`src/mipsPkg.sv`:
```
`default_nettype none

package mipsPkg;

	//////////////////////////////////////////////////
	// widths with a meaning
	typedef logic [31:0] wordT;
	typedef logic [4:0] regAddrT;
	typedef logic [4:0] shamtT;
	typedef logic [3:0] aluOpT;
	typedef logic [5:0] opcodeT;
	typedef logic [5:0] functT;

	//////////////////////////////////////////////////
	// alu operation codes
	localparam aluOpT aluAdd = 4'd0;
	localparam aluOpT aluSub = 4'd1;
	localparam aluOpT aluAnd = 4'd3;
	localparam aluOpT aluOr = 4'd4;
	localparam aluOpT aluNor = 4'd5;
	localparam aluOpT aluXor = 4'd6;
	localparam aluOpT aluSlt = 4'd9;
	localparam aluOpT aluSll = 4'd10;
	localparam aluOpT aluSrl = 4'd11;

	// primary opcodes
	localparam opcodeT opRtype = 6'b000000;
	localparam opcodeT opBeq = 6'b000100;
	localparam opcodeT opBne = 6'b000101;
	localparam opcodeT opAddi = 6'b001000;
	localparam opcodeT opSlti = 6'b001010;
	localparam opcodeT opAndi = 6'b001100;
	localparam opcodeT opOri = 6'b001101;
	localparam opcodeT opXori = 6'b001110;
	localparam opcodeT opLw = 6'b100011;
	localparam opcodeT opSw = 6'b101011;

	// r-type function field
	localparam functT fnSll = 6'b000000;
	localparam functT fnSrl = 6'b000010;
	localparam functT fnAdd = 6'b100000;
	localparam functT fnSub = 6'b100010;
	localparam functT fnAnd = 6'b100100;
	localparam functT fnOr = 6'b100101;
	localparam functT fnXor = 6'b100110;
	localparam functT fnNor = 6'b100111;
	localparam functT fnSlt = 6'b101010;

	//////////////////////////////////////////////////
	// stage items
	typedef struct packed {
		logic valid;
		wordT pc;
		wordT instr;
	} fetchT;

	typedef struct packed {
		aluOpT aluOp;
		logic regDst;
		logic aluSrc;
		logic immZeroExt;
		logic regWrite;
		logic memRead;
		logic memWrite;
		logic memToReg;
		logic branch;
		logic branchNe;
		logic illegal;
	} ctrlT;

	typedef struct packed {
		logic valid;
		ctrlT ctrl;
		wordT pc;
		wordT rsVal;
		wordT rtVal;
		wordT imm;
		shamtT shamt;
		regAddrT dest;
	} decodedT;

	typedef struct packed {
		logic valid;
		ctrlT ctrl;
		wordT aluResult;
		wordT storeData;
		regAddrT dest;
		logic branchTaken;
		wordT branchTarget;
	} execT;

	// pending register write seen by decode
	typedef struct packed {
		logic valid;
		regAddrT dest;
		wordT data;
	} fwdT;

	typedef struct packed {
		logic valid;
		logic illegal;
		logic regWrite;
		regAddrT dest;
		wordT data;
		logic branchTaken;
		wordT branchTarget;
	} retireT;

endpackage

`default_nettype wire

```
`src/mipsControl.sv`:
```
`timescale 1ns/1ps
`default_nettype none

module mipsControl (
	input mipsPkg::wordT instr,
	output mipsPkg::ctrlT ctrl
);

	mipsPkg::opcodeT opcode;
	mipsPkg::functT funct;

	assign opcode = instr[31:26];
	assign funct = instr[5:0];

	always_comb begin
		// unknown words fall through as an illegal no-op
		ctrl = '0;
		ctrl.illegal = 1'b1;
		case (opcode)
			mipsPkg::opRtype: begin
				ctrl.illegal = 1'b0;
				case (funct)
					mipsPkg::fnAdd: ctrl.aluOp = mipsPkg::aluAdd;
					mipsPkg::fnSub: ctrl.aluOp = mipsPkg::aluSub;
					mipsPkg::fnAnd: ctrl.aluOp = mipsPkg::aluAnd;
					mipsPkg::fnOr: ctrl.aluOp = mipsPkg::aluOr;
					mipsPkg::fnNor: ctrl.aluOp = mipsPkg::aluNor;
					mipsPkg::fnXor: ctrl.aluOp = mipsPkg::aluXor;
					mipsPkg::fnSlt: ctrl.aluOp = mipsPkg::aluSlt;
					mipsPkg::fnSll: ctrl.aluOp = mipsPkg::aluSll;
					mipsPkg::fnSrl: ctrl.aluOp = mipsPkg::aluSrl;
					default: ctrl.illegal = 1'b1;
				endcase
				// rd is the destination
				ctrl.regDst = !ctrl.illegal;
				ctrl.regWrite = !ctrl.illegal;
			end
			mipsPkg::opAddi: begin
				ctrl.illegal = 1'b0;
				ctrl.aluSrc = 1'b1;
				ctrl.regWrite = 1'b1;
			end
			mipsPkg::opSlti: begin
				ctrl.illegal = 1'b0;
				ctrl.aluOp = mipsPkg::aluSlt;
				ctrl.aluSrc = 1'b1;
				ctrl.regWrite = 1'b1;
			end
			mipsPkg::opAndi, mipsPkg::opOri, mipsPkg::opXori: begin
				ctrl.illegal = 1'b0;
				ctrl.aluSrc = 1'b1;
				ctrl.immZeroExt = 1'b1;
				ctrl.regWrite = 1'b1;
				if (opcode == mipsPkg::opAndi)
					ctrl.aluOp = mipsPkg::aluAnd;
				else if (opcode == mipsPkg::opOri)
					ctrl.aluOp = mipsPkg::aluOr;
				else
					ctrl.aluOp = mipsPkg::aluXor;
			end
			mipsPkg::opLw: begin
				ctrl.illegal = 1'b0;
				ctrl.aluSrc = 1'b1;
				ctrl.regWrite = 1'b1;
				ctrl.memRead = 1'b1;
				ctrl.memToReg = 1'b1;
			end
			mipsPkg::opSw: begin
				ctrl.illegal = 1'b0;
				ctrl.aluSrc = 1'b1;
				ctrl.memWrite = 1'b1;
			end
			mipsPkg::opBeq, mipsPkg::opBne: begin
				ctrl.illegal = 1'b0;
				ctrl.aluOp = mipsPkg::aluSub;
				ctrl.branch = 1'b1;
				ctrl.branchNe = (opcode == mipsPkg::opBne);
			end
			default: begin
				ctrl.illegal = 1'b1;
			end
		endcase
	end

endmodule

`default_nettype wire

```
`src/mipsRegFile.sv`:
```
`timescale 1ns/1ps
`default_nettype none

module mipsRegFile (
	input logic clk,
	input logic rstN,
	input mipsPkg::regAddrT rsAddr,
	input mipsPkg::regAddrT rtAddr,
	output mipsPkg::wordT rsData,
	output mipsPkg::wordT rtData,
	input logic wrEn,
	input mipsPkg::regAddrT wrAddr,
	input mipsPkg::wordT wrData
);

	mipsPkg::wordT regs [32];

	// register zero is never written, so it reads zero
	always_ff @(posedge clk) begin
		if (!rstN) begin
			for (int i = 0; i < 32; i++)
				regs[i] <= '0;
		end else if (wrEn && wrAddr != '0) begin
			regs[wrAddr] <= wrData;
		end
	end

	assign rsData = regs[rsAddr];
	assign rtData = regs[rtAddr];

endmodule

`default_nettype wire

```
`src/mipsDecode.sv`:
```
`timescale 1ns/1ps
`default_nettype none

module mipsDecode (
	input logic clk,
	input logic rstN,
	input mipsPkg::fetchT fetch,
	input mipsPkg::fwdT execFwd,
	input mipsPkg::fwdT resultFwd,
	output mipsPkg::regAddrT rsAddr,
	output mipsPkg::regAddrT rtAddr,
	input mipsPkg::wordT rsData,
	input mipsPkg::wordT rtData,
	output mipsPkg::decodedT decoded
);

	mipsPkg::ctrlT ctrl;
	mipsPkg::regAddrT rdAddr;
	mipsPkg::wordT rsVal;
	mipsPkg::wordT rtVal;
	mipsPkg::wordT imm;

	// newest pending write wins, then the register file
	function automatic mipsPkg::wordT pickOperand(
		input mipsPkg::regAddrT addr,
		input mipsPkg::wordT fileData,
		input mipsPkg::fwdT fromExec,
		input mipsPkg::fwdT fromResult
	);
		logic execHit;
		logic resultHit;
		execHit = fromExec.valid && fromExec.dest == addr && addr != '0;
		resultHit = fromResult.valid && fromResult.dest == addr && addr != '0;
		if (execHit)
			return fromExec.data;
		if (resultHit)
			return fromResult.data;
		return fileData;
	endfunction

	mipsControl i_control (
		.instr(fetch.instr),
		.ctrl(ctrl)
	);

	assign rsAddr = fetch.instr[25:21];
	assign rtAddr = fetch.instr[20:16];
	assign rdAddr = fetch.instr[15:11];

	assign rsVal = pickOperand(rsAddr, rsData, execFwd, resultFwd);
	assign rtVal = pickOperand(rtAddr, rtData, execFwd, resultFwd);

	// logic immediates are zero extended
	assign imm = ctrl.immZeroExt ? {16'h0000, fetch.instr[15:0]} :
		{{16{fetch.instr[15]}}, fetch.instr[15:0]};

	always_ff @(posedge clk) begin
		decoded.pc <= fetch.pc;
		decoded.rsVal <= rsVal;
		decoded.rtVal <= rtVal;
		decoded.imm <= imm;
		decoded.shamt <= fetch.instr[10:6];
		decoded.dest <= ctrl.regDst ? rdAddr : rtAddr;
		if (!rstN) begin
			decoded.valid <= 1'b0;
			decoded.ctrl <= '0;
		end else begin
			decoded.valid <= fetch.valid;
			decoded.ctrl <= fetch.valid ? ctrl : '0;
		end
	end

endmodule

`default_nettype wire

```
`src/mipsExecute.sv`:
```
`timescale 1ns/1ps
`default_nettype none

module mipsExecute (
	input logic clk,
	input logic rstN,
	input mipsPkg::decodedT decoded,
	output mipsPkg::fwdT execFwd,
	output mipsPkg::execT executed
);

	mipsPkg::wordT opB;
	mipsPkg::wordT aluResult;
	mipsPkg::wordT target;
	logic taken;

	//////////////////////////////////////////////////
	// alu
	assign opB = decoded.ctrl.aluSrc ? decoded.imm : decoded.rtVal;

	always_comb begin
		case (decoded.ctrl.aluOp)
			mipsPkg::aluAdd: aluResult = decoded.rsVal + opB;
			mipsPkg::aluSub: aluResult = decoded.rsVal - opB;
			mipsPkg::aluAnd: aluResult = decoded.rsVal & opB;
			mipsPkg::aluOr: aluResult = decoded.rsVal | opB;
			mipsPkg::aluNor: aluResult = ~(decoded.rsVal | opB);
			mipsPkg::aluXor: aluResult = decoded.rsVal ^ opB;
			mipsPkg::aluSlt: aluResult = {31'b0, $signed(decoded.rsVal) < $signed(opB)};
			// shifts take rt and the shamt field
			mipsPkg::aluSll: aluResult = decoded.rtVal << decoded.shamt;
			mipsPkg::aluSrl: aluResult = decoded.rtVal >> decoded.shamt;
			default: aluResult = '0;
		endcase
	end

	//////////////////////////////////////////////////
	// branch compare and target
	assign taken = decoded.valid && decoded.ctrl.branch &&
		((decoded.rsVal == decoded.rtVal) ^ decoded.ctrl.branchNe);
	assign target = decoded.pc + 32'd4 + {decoded.imm[29:0], 2'b00};

	// loads are not ready here
	assign execFwd.valid = decoded.valid && decoded.ctrl.regWrite && !decoded.ctrl.memRead;
	assign execFwd.dest = decoded.dest;
	assign execFwd.data = aluResult;

	always_ff @(posedge clk) begin
		executed.aluResult <= aluResult;
		executed.storeData <= decoded.rtVal;
		executed.dest <= decoded.dest;
		executed.branchTarget <= target;
		if (!rstN) begin
			executed.valid <= 1'b0;
			executed.ctrl <= '0;
			executed.branchTaken <= 1'b0;
		end else begin
			executed.valid <= decoded.valid;
			executed.ctrl <= decoded.ctrl;
			executed.branchTaken <= taken;
		end
	end

endmodule

`default_nettype wire

```
`src/mipsResult.sv`:
```
`timescale 1ns/1ps
`default_nettype none

module mipsResult #(
	parameter int memWords = 64
) (
	input logic clk,
	input logic rstN,
	input mipsPkg::execT executed,
	output mipsPkg::fwdT resultFwd,
	output mipsPkg::retireT retire
);

	localparam int addrBits = $clog2(memWords);

	mipsPkg::wordT mem [memWords];
	logic [addrBits-1:0] memIndex;
	mipsPkg::wordT wbData;

	// word address, wrapped into the memory depth
	assign memIndex = addrBits'({2'b00, executed.aluResult[31:2]} % memWords);

	always_ff @(posedge clk) begin
		if (executed.valid && executed.ctrl.memWrite)
			mem[memIndex] <= executed.storeData;
	end

	assign wbData = executed.ctrl.memToReg ? mem[memIndex] : executed.aluResult;

	// same values drive the register file write
	assign resultFwd.valid = executed.valid && executed.ctrl.regWrite;
	assign resultFwd.dest = executed.dest;
	assign resultFwd.data = wbData;

	always_ff @(posedge clk) begin
		retire.dest <= executed.dest;
		retire.data <= wbData;
		retire.branchTarget <= executed.branchTarget;
		if (!rstN) begin
			retire.valid <= 1'b0;
			retire.illegal <= 1'b0;
			retire.regWrite <= 1'b0;
			retire.branchTaken <= 1'b0;
		end else begin
			retire.valid <= executed.valid;
			retire.illegal <= executed.valid && executed.ctrl.illegal;
			retire.regWrite <= resultFwd.valid;
			retire.branchTaken <= executed.valid && executed.branchTaken;
		end
	end

endmodule

`default_nettype wire

```
`src/mipsCore.sv`:
```
`timescale 1ns/1ps
`default_nettype none

module mipsCore #(
	parameter int memWords = 64
) (
	input logic clk,
	input logic rstN,
	input mipsPkg::fetchT fetch,
	output mipsPkg::retireT retire
);

	mipsPkg::decodedT decoded;
	mipsPkg::execT executed;
	mipsPkg::fwdT execFwd;
	mipsPkg::fwdT resultFwd;
	mipsPkg::regAddrT rsAddr;
	mipsPkg::regAddrT rtAddr;
	mipsPkg::wordT rsData;
	mipsPkg::wordT rtData;

	//////////////////////////////////////////////////
	// decode, execute, result
	mipsDecode i_decode (
		.clk(clk),
		.rstN(rstN),
		.fetch(fetch),
		.execFwd(execFwd),
		.resultFwd(resultFwd),
		.rsAddr(rsAddr),
		.rtAddr(rtAddr),
		.rsData(rsData),
		.rtData(rtData),
		.decoded(decoded)
	);

	mipsExecute i_execute (
		.clk(clk),
		.rstN(rstN),
		.decoded(decoded),
		.execFwd(execFwd),
		.executed(executed)
	);

	mipsResult #(
		.memWords(memWords)
	) i_result (
		.clk(clk),
		.rstN(rstN),
		.executed(executed),
		.resultFwd(resultFwd),
		.retire(retire)
	);

	// write port fed from the result stage
	mipsRegFile i_regFile (
		.clk(clk),
		.rstN(rstN),
		.rsAddr(rsAddr),
		.rtAddr(rtAddr),
		.rsData(rsData),
		.rtData(rtData),
		.wrEn(resultFwd.valid),
		.wrAddr(resultFwd.dest),
		.wrData(resultFwd.data)
	);

endmodule

`default_nettype wire

```
`config.mk`:
```
export PLATFORM = sky130hd
export DESIGN_NAME = mipsCore
export DESIGN_NICKNAME = d
export VERILOG_FILES = /design/src/mipsPkg.sv /design/src/mipsControl.sv /design/src/mipsRegFile.sv /design/src/mipsDecode.sv /design/src/mipsExecute.sv /design/src/mipsResult.sv /design/src/mipsCore.sv
export SDC_FILE = /design/constraint.sdc
export NUM_CORES = 2
export LEC_CHECK = 0
export BUFFER_PORTS_ARGS = -buffer_cell sky130_fd_sc_hd__buf_2
export CAP_MARGIN = 20
export CORE_MARGIN = 2
export CORE_UTILIZATION = 63
export CTS_CLUSTER_SIZE = 20
export DETAILED_ROUTE_END_ITERATION = 10
export MAX_ROUTING_LAYER = met4
export PLACE_DENSITY_LB_ADDON = 0.15
export SETUP_SLACK_MARGIN = 0.2
export SLEW_MARGIN = 20
export SYNTH_ARGS = -nofsm -noshare
export SYNTH_HDL_FRONTEND = slang
export SYNTH_SLANG_ARGS = --single-unit
```
`constraint.sdc`:
```
create_clock -name clk -period 5.2 [get_ports clk]
set_input_delay 1.04 -clock clk [delete_from_list [all_inputs] [get_ports clk]]
set_output_delay 1.04 -clock clk [all_outputs]
set_load 0.01 [all_outputs]
```
==> results.md <==
* DR DRC count at 0
* Least-Margin Pin Slew at 1.21 ns
* Width of the die at just under 500 um
* Number of fill cells at 14449
* Fin crit share at 0.955
* Critical path class: reg -> reg
* Worst Hold Class: in -> reg
* GR Overflow Total at 0
* Routed len/inst at ~40 um
* Vias in the first global route at 95932
* I/O Pins at 140
* Top_reg_cell synth: edfxtp_1
* WL final at about 540000 um
* # Post-CTS Setup Buffers at 0
* Async S/R FF share, synth at 0
* Critical path arrival at ~5.6 ns
* M1 GR Usage at 0.599
* Pre-antenna DRT Iters at 8
* Vias per cell at 7.49
* Area Growth Syn to Fin at 13.2%
* Combinational share of power at 0.287
* Final Skew at between 0.1 and 0.15 ns
* IO Port Bufs at 139
* Slew headroom at 0.190
* CTS max path bufs at 4
* Setup TNS at 0 ns
* Static Leak at 57.7 nW
* Clock transition at path regs at 0.06 ns
* H-tree depth at 5
* GRT Overall Usage at 0.471
* Layout cells sized above 1 at 0.237
* Power per cell area at 476 nW/um2
* Setup violators final at 0
* Hold_buf cts at 0
* Ys Warns at 0
* # clock sinks at 3382
* DRT iter0 DRCs at roughly 20000
* Net switching power at 27.4 mW
* Cell variety after synth at just under 100
* Met3 Usage GRT at 0.158
* Commonest non-fill, non-tap cell in the layout: edfxtp_1
* Root Driver: clkbuf_16
* CP Capture Type: flip-flop
* Total CTS buffers at 346
* Worst vdd ir at 0.384 mV
* Most Used Layer, Global Route: met2
* Worst path required time at 5.86 ns
* Synth Register Bits at 3382
* Final HPWL DP at 336000 um
* GR Util met2 at 0.650
* Avg Inst Size Synth at around 15 um2
* PostCTS Resize Cnt at 0
* Rows at 177
* Worst Setup Start Kind: flip-flop
* Final hold vios at 0
* Nets at 10125
* Most frequent cells in the layout: edfxtp_1, nor2_1, mux4_2
* Global-route wire length before repair at 748000 um
* Max_cap viols at 0
* Unrepaired setup endpoints after global routing: false
* Total Power at 79.6 mW
* Final Util at 0.718
* Final GP Congestion at 1.03
* Die Y-Extent at 488 um
* Status: finished clean
* Clk_lat worst skew at 1.00 ns
* Highest clock rate at 0.201 GHz
* Core box area at 233000 um2
* Synth Instances at 9566
* Slew Limit Fails at 0
* Die area at 238000 um2
* Worst-path maximum fanout at 31
* CTS tree: yes
* Number of flops mapped to enable cells by yosys at 3072
* Tmin final at roughly 5 ns
* Antenna violations before repair at 70
* P_int at 52.2 mW
* Sequential share of the synthesized area at 0.667
* Clk pwr share at 0.311
* Pin count of the biggest net entering global routing at a little under 80
* Antenna Violating Nets Remaining at 0
* Via count at ~100k
* Switch share at 0.344
* Reg power frac at 0.402
* Post-Syn Area at around 150000 um2
* Starting Density at 0.634
==> flip-flops by register name (all words and copies together), names as in the netlist <==
register	cells
i_execute.executed	107
i_decode.decoded	130
i_result.retire	73
i_result.mem	2048
i_regFile.regs	1024
==> final timing paths <==
path	from	endpoint	slack (ns)	cells after the start
worst max-delay path	i_execute.executed[73]$_DFF_P_	i_regFile.regs[24][7]$_SDFFCE_PN0P_	0.23	11
worst max register to register	i_execute.executed[73]$_DFF_P_	i_regFile.regs[24][7]$_SDFFCE_PN0P_	0.23	11
worst min-delay path	fetch[32]	i_decode.decoded[106]$_DFF_P_	0.18	1
worst min register to register	i_execute.executed[2]$_DFF_P_	i_result.retire[2]$_DFF_P_	0.32	0
==> synth_stat cells, types with 25 or more instances <==
master | n | area [um2]
o21ai_0 | 230 | 1150
mux2i_1 | 246 | 2460
xnor2_1 | 115 | 1010
a22o_1 | 62 | 543
nand4_1 | 38 | 238
o22ai_1 | 61 | 382
dfxtp_1 | 310 | 6210
a22oi_1 | 370 | 2780
nand2_1 | 329 | 1230
nor3_1 | 56 | 280
o211ai_1 | 68 | 510
nor2_1 | 1380 | 5180
nand3_1 | 54 | 270
a21oi_1 | 290 | 1450
a21o_1 | 25 | 188
inv_1 | 159 | 597
buf_2 | 245 | 1230
ha_1 | 154 | 1930
nor2b_1 | 27 | 169
a221oi_1 | 202 | 1770
a221o_1 | 49 | 490
nand2b_1 | 26 | 163
mux2_2 | 187 | 2110
o221ai_1 | 30 | 263
a222oi_1 | 35 | 350
buf_1 | 99 | 372
edfxtp_1 | 3072 | 92200
mux4_2 | 730 | 16400
a211oi_1 | 37 | 278
a31oi_1 | 57 | 357
clkbuf_1 | 401 | 1510
==> logic make-up after synthesis <==
| family | count (synthesis) | synth area share |
|---|---|---|
| DFF | 3382 | 0.667 |
| and+or+nand+nor | 2043 | 0.0573 |
| AOI/OAI and AO/OA | 1725 | 0.0838 |
| muxes | 1173 | 0.143 |
| buffers and inverters | 946 | 0.0271 |
| adders and majority gates | 157 | 0.0135 |
| xor gates and xnor gates | 139 | 0.00825 |
| other | 1 | 0.0000254 |
==> per-layer routing <==
layer | vias up | wire length (um)
met5 | - | 0
met4 | 0 | 45600
met3 | 2163 | 88600
met2 | 9697 | 233000
met1 | 49733 | 177000
li1 | 38429 | -
==> area by class of cell <==
class                           instances  area (um2)  share of cell area
Multi-Input combinational cell       5269       46300               0.277
Inverter                              170         641             0.00383
Tap cell                             3132        3920              0.0234
Clock inverter                        184        1800              0.0108
Timing Repair Buffer                  732        6610              0.0395
Clock buffer                          430        9230              0.0552
Sequential cell                      3382       98500               0.590
Antenna cell                           49         123            0.000734
==> critical path, stage by stage (launching register included) <==
cell     delay [ns]
dfxtp_4        0.51
buf_4          0.27
and3_4         0.36
buf_12         0.27
a22o_1         0.29
a21oi_1        0.28
o22ai_1        0.27
nor4_1         0.92
o21ai_1        0.54
mux2i_4        0.37
buf_4          0.42
nor2_1         0.10
==> metrics by stage <==
step           setup WS [ns]  hold slack (ns)  area (um2)  instances
2_1_floorplan          0.820            0.310      148000       9597
3_3_place_gp           0.487            0.312      156000      12683
3_5_place_dp           0.486            0.312      156000      12685
4_1_cts                0.482            0.151      167000      13299
5_1_grt                0.324            0.172      167000      13339
6_report               0.233            0.181      167000      13348
==> power by group through the flow <==
stage	clock (mW)	sequential (mW)	combinational, mW
6_report	24.7	32.0	22.8
5_1_grt	25.6	32.0	22.9
4_1_cts	24.7	31.9	21.6
3_5_place_dp	0	32.5	21.4
3_3_place_gp	0	32.5	21.2
2_1_floorplan	0	32.3	10.8
No activity file was read; power rests on OpenSTA's default activity.
